File: src/pip_types_pkg.sv
package pip_types_pkg;

  // program counter and instruction word width.
  localparam int XLEN = 32;

  // reorder buffer has 64 entries.
  localparam int ROB_SLOT_W = 6;

  localparam int OPCODE_W = 7;
  localparam int REG_W    = 5;
  localparam int FUNCT3_W = 3;
  localparam int FUNCT7_W = 7;
  localparam int IMM12_W  = 12;

  // any other opcode is read as immediate form.
  localparam logic [OPCODE_W-1:0] OP_REG_FORM = 7'b0110011;

  // one word of a fetch bundle together with its program counter.
  typedef struct packed {
    logic [XLEN-1:0] pc;
    logic [XLEN-1:0] word;
  } fetch_word_t;

  // fields are declared from the top bit down, so the opcode sits in bits 6 to 0.
  typedef struct packed {
    logic [FUNCT7_W-1:0] funct7;
    logic [REG_W-1:0]    rs2;
    logic [REG_W-1:0]    rs1;
    logic [FUNCT3_W-1:0] funct3;
    logic [REG_W-1:0]    rd;
    logic [OPCODE_W-1:0] opcode;
  } reg_form_t;

  typedef struct packed {
    logic [IMM12_W-1:0]  imm12;
    logic [REG_W-1:0]    rs1;
    logic [FUNCT3_W-1:0] funct3;
    logic [REG_W-1:0]    rd;
    logic [OPCODE_W-1:0] opcode;
  } imm_form_t;

  // the same 32-bit word, read either as register form or as immediate form.
  typedef union packed {
    reg_form_t reg_form;
    imm_form_t imm_form;
  } inst_fields_u;

  // an entry of the issue queue as written by the predecoder.
  typedef struct packed {
    logic [XLEN-1:0]       pc;
    inst_fields_u          fields;
    logic                  is_reg_form;
    logic [ROB_SLOT_W-1:0] rob_slot;
  } dec_inst_t;

endpackage

File: src/inst_predecoder.sv
`timescale 1ns/10ps

module inst_predecoder #(
  parameter int INS_COUNT = 4
) (
  input  logic                                        clock,
  input  logic                                        reset_n,
  input  logic                                        flush_i,

  input  logic                                        fetch_valid_i,
  input  logic [$clog2(INS_COUNT+1)-1:0]              fetch_count_i,
  input  pip_types_pkg::fetch_word_t [INS_COUNT-1:0]  fetch_words_i,

  output logic                                        ins_valid_o,
  output logic [$clog2(INS_COUNT+1)-1:0]              ins_count_o,
  output pip_types_pkg::dec_inst_t [INS_COUNT-1:0]    ins_entries_o
);

  import pip_types_pkg::*;

  // slot that the first word of the next bundle receives.
  logic [ROB_SLOT_W-1:0]     slot_q;
  dec_inst_t [INS_COUNT-1:0] dec_d;

  // classify every word position. Positions beyond the count are decoded too
  // but never reach the queue, since ins_count_o limits the write.
  always_comb begin
    for (int i = 0; i < INS_COUNT; i++) begin
      dec_d[i].pc          = fetch_words_i[i].pc;
      dec_d[i].fields      = fetch_words_i[i].word;
      dec_d[i].is_reg_form = (dec_d[i].fields.reg_form.opcode == OP_REG_FORM);
      // slots wrap at the reorder buffer size by truncation.
      dec_d[i].rob_slot    = slot_q + ROB_SLOT_W'(i);
    end
  end

  always_ff @(posedge clock or negedge reset_n) begin
    if (!reset_n) begin
      ins_valid_o <= 1'b0;
      ins_count_o <= '0;
      slot_q      <= '0;
    end else if (flush_i) begin
      // a bundle held here belongs to the squashed path.
      ins_valid_o <= 1'b0;
      ins_count_o <= '0;
      slot_q      <= '0;
    end else begin
      ins_valid_o <= fetch_valid_i;
      ins_count_o <= fetch_valid_i ? fetch_count_i : '0;
      if (fetch_valid_i) begin
        slot_q <= slot_q + ROB_SLOT_W'(fetch_count_i);
      end
    end
  end

  always_ff @(posedge clock) begin
    if (fetch_valid_i) begin
      ins_entries_o <= dec_d;
    end
  end

  // the producer sends between one and INS_COUNT words per bundle.
  a_fetch_count_range : assert property (
    @(posedge clock) disable iff (!reset_n)
    fetch_valid_i |-> (fetch_count_i != '0 && int'(fetch_count_i) <= INS_COUNT)
  ) else $error("predecoder: fetch_count_i %0d out of range", fetch_count_i);

endmodule

File: config.mk
export PLATFORM = sky130hd
export DESIGN_NAME = inst_predecoder
export DESIGN_NICKNAME = d
export VERILOG_FILES = /design/src/pip_types_pkg.sv /design/src/inst_predecoder.sv
export SDC_FILE = /design/constraint.sdc
export NUM_CORES = 1
export LEC_CHECK = 0
export BUFFER_PORTS_ARGS = -buffer_cell sky130_fd_sc_hd__buf_2
export CAP_MARGIN = 20
export CORE_AREA = 2 2 212 214
export CTS_BUF_LIST = sky130_fd_sc_hd__clkbuf_16
export DETAILED_ROUTE_END_ITERATION = 16
export DIE_AREA = 0 0 214 216
export SKIP_LAST_GASP = 1
export SYNTH_ARGS = -nofsm -noshare
export SYNTH_HDL_FRONTEND = slang
export SYNTH_SLANG_ARGS = --single-unit
File: constraint.sdc
create_clock -name clock -period 4.7 [get_ports clock]
set_input_delay 0.705 -clock clock [delete_from_list [all_inputs] [get_ports clock]]
set_output_delay 0.705 -clock clock [all_outputs]
set_load 0.02 [all_outputs]
=== Word level (Yosys, flattened, before mapping) ===
Index checks and enable logic that the tools add are counted.

* Bits in registers: 294
* Bits in latches: 0
* RAM bits: 0
* ROM bits: 0
* Input port bits: 263
* Output and inout bits: 288
* Logic and storage cells: 33
* Memories kept: 0

* Add/sub/neg operators: 4
* Multiply operators: 0
* Div/mod/pow operators: 0
* Magnitude comparators: 0
* Equality and inequality tests: 4
* Shift-type cells: 0
* Mux-type cells: 5
* Bitwise operators: 0
* Reductions and logical operators: 1

{| class="wikitable"
|+ Operators with widths
! cell !! number
|-
| 7-bit by 6-bit equality test with 1-bit output, second input constant || 4
|-
| 6-bit by 2-bit adder with 6-bit output, second input constant || 2
|-
| 6-bit 2-to-1 mux || 2
|-
| 6-bit by 1-bit adder with 6-bit output, second input constant || 1
|-
| 6-bit by 3-bit adder with 6-bit output || 1
|-
| 3-bit 2-to-1 mux || 2
|-
| 2-bit nonzero test || 1
|-
| 1-bit 2-to-1 mux || 1
|}

=== Logic depth before layout (Yosys ltp) ===
Gate-level depths: netlist of the first run.

* Depth after elaboration: 3
* Depth in mapped cells: 5

=== Worst setup path before layout of the first run ===
No wires, ideal clock.

* Path kind: input to register
* Start: in fetch_count_i[0]
* End: reg slot_q[4]
* Data arrival time: 1614 ps
* Data required time: 4574 ps
* Slack: 2960 ps
* Stages: 5
* Path through: ha_1 -> fa_1 -> a21oi_1 -> or3_1 -> a21oi_1

* Word-level cells in the longest chain between the ends: 3

{| class="wikitable"
|+ Ends and longest elaborated chain
! item !! RTL line !! text
|-
| from (decl) || inst_predecoder.sv:11 || <nowiki>input logic [$clog2(INS_COUNT+1)-1:0] fetch_count_i,</nowiki>
|-
| 6-bit by 3-bit adder with 6-bit output || inst_predecoder.sv:51 || <nowiki>slot_q <= slot_q + ROB_SLOT_W'(fetch_count_i);</nowiki>
|-
| 6-bit 2-to-1 mux || inst_predecoder.sv:50 || <nowiki>if (fetch_valid_i) begin</nowiki>
|-
| 6-bit 2-to-1 mux || inst_predecoder.sv:42 || <nowiki>end else if (flush_i) begin</nowiki>
|-
| to (signal assigned) || inst_predecoder.sv:51 ||
|-
| to (decl) || inst_predecoder.sv:22 || <nowiki>logic [ROB_SLOT_W-1:0] slot_q;</nowiki>
|}

No other way between the ends. The select of a mux whose other input is x is not followed.
A chain may end at the register's enable or synchronous reset.

==> flow_summary.ini, run 1 <==
[floorplan]
die_x_um = 214
die_area_um2 = 46200
core_um2 = 43800
rows = 77
ios = 551
initial_core_util_pct = 21.1
die_h_um = 216

[synth]
yosysWarnings = 0
synthesis.area_um2 = 9260
avgSynthCellArea_um2 = 25.2
yosysUniqueCellTypes = 28
ys_top_cells_by_area = edfxtp_1, dfrtp_1, ha_1
netlist_instances = 367
synth_most_common_cell = edfxtp_1
synth_top_area_share_pct = 91.5
synth_seq_cells = 292
synth_area_leader_cell = edfxtp_1
synth_edf_count = 282
synth_flop_cell = edfxtp_1
async_flop_share_pct = 3.42
ys_seq_area_share_pct = 94.2
yosys-top-cells-count = edfxtp_1, dfrtp_1, xnor2_1
syn_nets = 638

[drt]
postRouteAntennaNets = 0
vias_per_cell = 3.67
wirelength_um = 27700
drtIter0Drc = 337
vias = 5754
drc_errors = 0
drt_first_pass_iters = 4
wl_per_cell_um = 17.7

[setup_path]
cp_num_buf_inv = 1
rr_startpoint = slot_q[2]
crit_path_end_kind = output port
slowest_stage = edfxtp_1
rr_endpoint = slot_q[5]
cp_max_fo = 2
reg2reg_slack_ns = 2.97
r2r_cells = 4
startpoint_type = flop
crit_family = flip-flops
critical_path.cell_chain = buf_2
slowest_delay_ns = 0.44
cp.arrival_ns = 1.20
cp.depth = 1
critical_path_required_ns = 3.99
critPathKind = reg2out

[timing]
rsz0062_at_grt = no
max_freq_mhz = 525
finalSetupViolCount = 0
maxSlewHeadroom_pct = 48.7
fin_crit_ns = 1.91
fin_skew_ns = 0.00275
hold_viol = 0
report.final.slew_viol_count = 0
final.setup.tns_ns = 0
min_period_over_period_pct = 40.5
worstMarginPinSlew_ns = 0.770
whs_ns = 0.314

[clock_network]
post_cts_resize_count = 0
path_clk_slew_ns = 0.06
cts_num_sinks = 292
cts-root-buf = clkbuf_16
numCtsBuffers = 31
ctsLongestPathBuffers = 3
cts_tree = yes
h-tree-depth = 1
insertion_delay_ns = 0.56

[hold_path]
min_to = ins_entries_o[210]
worst_hold_path.num_cells = 1
hold_class = in2reg
min_from = fetch_words_i[189]

[grt]
grt_pass1_wl_um = 38900
grt_pass1_vias = 5836
gr-total-overflow = 0
grt_max_degree = 101
track_usage_pct = 11.3
antenna_found_initial = 5

[power_and_ir_drop]
leakage_nw = 5.81
p_total_w = 0.00604
powerDensity_nw_per_um2 = 441
irDropWorstVdd_mv = 0.225

[flow_run]
cap_violations = 0

[placement]
portBuffers = 550
post-dp-hpwl_um = 21500
place.gp.congestion = 0.855

[cells_and_area]
drive_above_1_share_pct = 61.4
nFillCells = 4354
syn_to_final_growth_pct = 48.0
nNetsFinal = 1220

[outcome]
status = completed
flip-flops by register name, indices dropped and copies added (netlist names):
register / cells
ins_entries_o: 282
slot_q: 6
ins_valid_o: 1
ins_count_o: 3
layout by cell type, fill, tap and decap left out, drive strengths merged, types with 3 or more instances in the layout:
master | Yosys | layout
and2 | 3 | 3
inv | 4 | 13
xor2 | 4 | 4
a21oi | 5 | 5
xnor2 | 8 | 8
edfxtp | 282 | 282
buf | 5 | 554
nand2 | 8 | 8
nor3 | 4 | 4
o21ai | 3 | 3
clkbuf | 1 | 31
nand3 | 3 | 3
nor2 | 5 | 5
nand4bb | 4 | 4
dfrtp | 10 | 10
clkinv | 0 | 15
ha | 7 | 7
timing repair:
action                    in CTS  in global routing
hold endpoints to repair      10                  0
hold buffers                   1                  0
setup buffers                  0                  0
power by group:
part	switching (W)	total [W]	internal [W]
clock	0.000969	0.00221	0.00124
sequential	0.0000625	0.00314	0.00308
combinational	0.000455	0.000680	0.000224
total	0.00149	0.00604	0.00455
cells by family (layout without fill, tap and decap cells):
group           Yosys count  after routing  synth area share (%)
compound gates           11             11                 0.676
buf+inv                  10            616                 0.595
fa+ha+maj                 8              8                  1.16
simple gates             32             32                  2.03
other cells               0              2                     0
flops                   292            292                  94.2
mux                       2              2                 0.216
xor+xnor                 12             12                  1.14
worst register-to-register path, delay by kind of cell, from the launching register on:
kind	cells	cell delay, ns
flops	1	0.51
fa+ha+maj	1	0.40
simple gates	1	0.46
compound gates	2	0.28
worst max-delay path by stage:
stage,startpoint,end,slack [ns]
after floorplan,fetch_count_i[0],slot_q[4],2.96
after global placement,fetch_valid_i,ins_count_o[1],2.37
after detailed placement,fetch_valid_i,ins_count_o[1],2.24
after CTS,ins_entries_o[71],ins_entries_o[213],2.75
after global routing,fetch_valid_i,ins_count_o[1],2.67
final,ins_entries_o[71],ins_entries_o[213],2.79
through the flow:
step / setup slack, ns / cell area (um2) / cells / util, %
after global placement: 2.37 / 12800 / 1507 / 29.1
final: 2.79 / 13700 / 1567 / 31.3
after global routing: 2.67 / 13700 / 1566 / 31.2
after CTS: 2.75 / 13700 / 1565 / 31.2
after detailed placement: 2.24 / 12800 / 1507 / 29.1
after floorplan: 2.96 / 9260 / 367 / -
final cells by class:
cell class              count  area [um2]  area share [%]
well taps                 592         741            5.41
repair buffers            555        2820            20.5
diodes                      2        5.00          0.0365
clock buffers              31         776            5.66
flip-flops and latches    292        8720            63.6
clock inverters            26         146            1.07
multi-input cells          65         483            3.53
inverters                   4        15.0           0.110
per-layer routing:
| metal | track usage [%] | up-vias | wire length (um) |
|---|---|---|---|
| li1 | - | 2627 | - |
| met1 | 13.3 | 2785 | 10700 |
| met2 | 18.6 | 290 | 13400 |
| met3 | 4.59 | 48 | 2770 |
| met4 | 3.99 | 4 | 750 |
| met5 | 0 | - | 32 |
Note: power is estimated with default switching activity, not from simulation.
==> run 2: changes to the inputs <==
Settings changed: ABC_AREA from default to 1, CORE_AREA 2 2 212 214 to 2 2 213 215, DIE_AREA 0 0 214 216 to 0 0 215 217.
Clock period 4.7 ns to 2 ns, I/O delays scaled along.
==> run 2 against run 1 <==
Effect of this change: synthesized area increased by 0.12%; via count grew 22%; clock skew rose by 0.0040 ns; non-clock buffer count increased by 269; setup slack got worse by 2.4 ns; synthesized cell count increased by 5.7%; total power rose to 2.5 times the previous value; cell area up 21%; worst hold slack worse by 0.20 ns; die area grew 0.93%; largest cell class unchanged.
==> flow_summary.ini, run 2 <==
[placement]
post-dp-hpwl_um = 21800
portBuffers = 550
place.gp.congestion = 0.816
pre_cts_ws_ns = 0.395

[synth]
synth_area_leader_cell = edfxtp_1
syn_nets = 659
synth_flop_cell = edfxtp_1
yosysWarnings = 0
synth_edf_count = 282
synth_seq_cells = 292
async_flop_share_pct = 3.42
avgSynthCellArea_um2 = 23.9
ys_top_cells_by_area = edfxtp_1, dfrtp_1, nand2_1
synthesis.area_um2 = 9270
yosysUniqueCellTypes = 21
ys_seq_area_share_pct = 94.1
synth_top_area_share_pct = 91.4
netlist_instances = 388
yosys-top-cells-count = edfxtp_1, nand2_1, nor2_1
synth_most_common_cell = edfxtp_1

[flow_run]
cap_violations = 0

[floorplan]
die_h_um = 217
die_x_um = 215
ios = 551
core_um2 = 44700
rows = 78
die_area_um2 = 46700
initial_core_util_pct = 20.7

[power_and_ir_drop]
p_total_w = 0.0154
powerDensity_nw_per_um2 = 928
irDropWorstVdd_mv = 0.597
leakage_nw = 7.06

[setup_path]
crit_family = adder cells
startpoint_type = flop
cp.arrival_ns = 2.08
cp_num_buf_inv = 0
rr_startpoint = slot_q[0]
cpMostUsedCell = nand2_1
r2r_cells = 7
reg2reg_slack_ns = 0.40
slowest_delay_ns = 0.47
critical_path_required_ns = 2.49
crit_path_end_kind = flop
rr_endpoint = slot_q[4]
cp_max_fo = 7
critical_path.cell_chain = ha_1, fa_1, nand2_1, nand2_1, nand2_1, nand2_1, a21oi_1
critPathKind = reg2reg
slowest_stage = dfrtp_1

[drt]
drc_errors = 0
vias_per_cell = 3.75
wirelength_um = 32100
vias = 6995
drt_first_pass_iters = 4
drtIter0Drc = 461
wl_per_cell_um = 17.2
postRouteAntennaNets = 0

[timing]
final.setup.tns_ns = 0
min_period_over_period_pct = 79.9
finalSetupViolCount = 0
fin_crit_ns = 1.60
maxSlewHeadroom_pct = 69.0
worstMarginPinSlew_ns = 0.465
rsz0062_at_grt = no
report.final.slew_viol_count = 0
hold_viol = 0
fin_skew_ns = 0.00671
setup_ws_ns = 0.402
max_freq_mhz = 626

[clock_network]
path_clk_slew_ns = 0.06
numCtsBuffers = 30
cts-root-buf = clkbuf_16
ctsLongestPathBuffers = 3
cts_tree = yes
cts_num_sinks = 292
h-tree-depth = 1
insertion_delay_ns = 0.56

[hold_path]
hold_class = in2async

[cells_and_area]
final_common_cell = buf_2
multi_input_area_um2 = 480
nNetsFinal = 1511
ff_latch_area_um2 = 8720
drive_above_1_share_pct = 48.4
syn_to_final_growth_pct = 78.5
final_cell_mix = buf_2, edfxtp_1, dlygate4sd3_1
largest_reg_flops = 282
nFillCells = 4180
largest-register = ins_entries_o
top_regs = ins_entries_o x282, slot_q x6, ins_count_o x3

[grt]
grt_max_degree = 64
track_usage_pct = 12.8
gr-total-overflow = 0
grt_pass1_wl_um = 45500
grt_pass1_vias = 7518
antenna_found_initial = 3

[outcome]
status = completed
run 2: changes by cell type in the layout (fill, tap and decap cells not counted), sizes merged, moves of 5 or more:
| cell | change |
|---|---|
| xnor2 | -7 |
| nand2 | +21 |
| bufinv | +5 |
| buf | +9 |
| dlygate4sd3 | +260 |
| nand3 | +7 |
| clkinv | -5 |
| nor2 | +9 |
run 2: what timing repair did:
action                    in CTS  in global routing
buffers inserted               0                  0
resized for setup              0                  0
hold endpoints to repair     269                  0
hold buffers                 261                  0
run 2: worst max path at each step:
| stage | to | cells after the start | from |
|---|---|---|---|
| after floorplan | slot_q[4] | 7 | slot_q[0] |
| after global placement | slot_q[4] | 7 | slot_q[0] |
| after detailed placement | slot_q[4] | 7 | slot_q[0] |
| after CTS | slot_q[4] | 7 | slot_q[0] |
| after global routing | slot_q[4] | 7 | slot_q[0] |
| final | slot_q[4] | 7 | slot_q[0] |
run 2: cells by family (layout without fill, tap and decap cells):
kind of cell	Yosys count	count (layout)	synth area share [%]
and+or+nand+nor	58	58	2.70
adders and majority gates	8	8	1.16
buffers and inverters	14	890	0.742
other	0	1	0
AOI/OAI and AO/OA	7	7	0.392
DFF	292	292	94.1
xor gates and xnor gates	9	9	0.932
run 2: area by class of cell:
class,count,area share [%]
Antenna cell,1,0.0151
Clock buffer,31,4.69
Clock inverter,25,1.64
Inverter,10,0.227
Multi-Input combinational cell,82,2.90
Sequential cell,292,52.7
Tap cell,600,4.54
Timing Repair Buffer,824,33.3
run 2: power breakdown:
| part | switching, W | internal, W |
|---|---|---|
| sequential | 0.000160 | 0.00724 |
| combinational | 0.00118 | 0.000869 |
| clock | 0.00234 | 0.00356 |
run 2: per-layer routing:
metal	share of wire, %	vias up	GRT usage, %
li1	-	3206	-
met1	39	3405	15.0
met2	50	333	22.5
met3	9.2	47	4.40
met4	2.0	4	3.20
met5	0.084	-	0
run 2: per-stage QoR:
| step | utilization, % | cells | hold WS, ns | instance area [um2] |
|---|---|---|---|---|
| floorplan | - | 388 | 0.00441 | 9270 |
| global placement | 28.8 | 1547 | 0.173 | 12900 |
| detailed placement | 28.8 | 1547 | 0.171 | 12900 |
| CTS | 37.0 | 1864 | 0.0878 | 16500 |
| global route | 37.0 | 1865 | 0.108 | 16500 |
| finish | 37.0 | 1865 | 0.115 | 16500 |
==> run 3: changes to the inputs <==
Settings changed: ABC_AREA 1 to 0, CORE_AREA 2 2 213 215 to 2 2 217 219, DIE_AREA 0 0 215 217 to 0 0 219 221.
Clock period 2 ns to 1.3 ns, I/O delays scaled along.
==> run 3 against run 2 <==
Effect of this change: global-route usage is 0.69 points lower; combinational power rose by 99%; wire length up 1.8%; setup slack got worse by 0.55 ns; the run now ends with setup timing left.
==> flow_summary.ini, run 3 (synthesis gave the netlist of run 1 again) <==
[outcome]
status = finished, violations left
violations = setup timing

[setup_path]
rr_endpoint = slot_q[5]
cp.arrival_ns = 1.94
rr_startpoint = slot_q[1]
critical_path_required_ns = 1.79
r2r_cells = 4
crit_path_end_kind = flop
startpoint_type = flop
cp_max_fo = 3
critPathKind = reg2reg
reg2reg_slack_ns = -0.15

[power_and_ir_drop]
comb_power_share_pct = 17.3
irDropWorstVdd_mv = 1.01
p_sw_share_pct = 24.4
p_seq_share_pct = 49.0
clkPwrFrac_pct = 33.7
leakage_nw = 7.70
cell_internal_pwr_w = 0.0178
power_switching_w = 0.00577
powerDensity_nw_per_um2 = 1280

[cells_and_area]
final_cell_mix = buf_2, edfxtp_1, dlygate4sd3_1
largest-register = ins_entries_o
drive_above_1_share_pct = 51.6
top_regs = ins_entries_o x282, slot_q x6, ins_count_o x3
syn_to_final_growth_pct = 99.3
nNetsFinal = 1531
final_common_cell = buf_2
fin_area_um2 = 18400
diodes = 0
largest_reg_flops = 282

[timing]
finalSetupViolCount = 77
rsz0062_at_grt = yes
min_period_over_period_pct = 112
fin_crit_ns = 1.45
setup_ws_ns = -0.153
fin_skew_ns = 0.00773
report.final.slew_viol_count = 0
maxSlewHeadroom_pct = 72.5
hold_viol = 0
final.setup.tns_ns = -2.71
worstMarginPinSlew_ns = 0.411
max_freq_mhz = 688

[grt]
grt_max_degree = 27
grt_pass1_wl_um = 44700
antenna_found_initial = 0
grt_pass1_vias = 7745
gr-total-overflow = 0
track_usage_pct = 12.1

[drt]
dr_wl_met2_um = 16900
met3_length_um = 3440
postRouteAntennaNets = 0
drtIter0Drc = 283
vias = 7081
vias_per_cell = 3.75
wirelength_met1_um = 11400
drt_first_pass_iters = 4
top_layer = met4
wl_per_cell_um = 17.3
drc_errors = 0
wirelength_um = 32600

[clock_network]
cts-root-buf = clkbuf_16
insertion_delay_ns = 0.56
numCtsBuffers = 31
cts_num_sinks = 292
h-tree-depth = 1
cts_tree = yes
path_clk_slew_ns = 0.06
ctsLongestPathBuffers = 3

[placement]
portBuffers = 550
postPlaceCellArea_um2 = 13200
pre_cts_ws_ns = -0.195
post-dp-hpwl_um = 21800
place.gp.congestion = 0.888

[hold_path]
hold_class = in2reg
min_from = fetch_count_i[1]
min_to = slot_q[1]
worst_hold_path.num_cells = 4

[floorplan]
ios = 551
die_x_um = 219
die_area_um2 = 48400
core_um2 = 46100
initial_core_util_pct = 20.1
rows = 79
die_h_um = 221

[flow_run]
cap_violations = 0
run 3: cell count changes in the layout (fill, tap and decap cells not counted), moves of 5 or more:
cell	change
xnor2_1	+5
buf_12	+5
nor2_1	-8
nand3_1	-9
nand2_1	-22
buf_2	-243
ha_1	-5
buf_6	+250
buf_4	+27
inv_1	-5
bufinv_16	-5
run 3: final cells by class:
type                       instances  area, um2
timing repair buffer             866       7440
tap                              607        759
fill                            4082      27600
inverter                           4       15.0
clock inverter                    24        136
sequential                       292       8720
multi-input combinational         65        601
clock buffer                      31        776
run 3: worst max-delay path by stage:
stage	startpoint	to	slack (ns)
after floorplan	slot_q[0]	slot_q[2]	-0.14
after global placement	slot_q[1]	slot_q[4]	-0.19
after detailed placement	slot_q[1]	slot_q[4]	-0.20
after CTS	slot_q[1]	slot_q[5]	-0.15
after global routing	slot_q[1]	slot_q[4]	-0.21
final	slot_q[1]	slot_q[5]	-0.15
run 3: what timing repair did:
item                                    4_1_cts  5_1_grt
hold buffers                                263        1
endpoints found under the setup margin      267      302
resized for setup                           319      197
pin swaps                                    11        6
buffers inserted                              3        1
hold endpoints to repair                    290        7
run 3: critical path, stage by stage, from the launching register on:
cell	delay, ns
dfrtp_2	0.44
ha_4	0.28
a211oi_4	0.06
or4_1	0.47
a21oi_1	0.13
run 3: routing by layer:
metal  vias up  track usage, %
met5         -               0
met4         0            3.05
met3        56            4.85
met2       372            22.4
met1      3412            12.6
li1       3241               -
run 3: metrics by stage:
step                cells  hold slack [ns]  utilization [%]  power [W]
finish               1889            0.209             40.1     0.0236
global route         1889            0.232             40.1     0.0244
CTS                  1887           -0.134             38.7     0.0234
detailed placement   1566           0.0734             28.7     0.0142
global placement     1566           0.0653             28.7     0.0142
floorplan             367           -0.101                -     0.0126
run 3: power groups by stage:
stage	Clock [W]	Sequential [W]	Combinational [W]
floorplan	0	0.0125	0.000142
global placement	0	0.0116	0.00265
detailed placement	0	0.0116	0.00268
CTS	0.00818	0.0115	0.00378
global route	0.00853	0.0116	0.00429
finish	0.00796	0.0115	0.00408
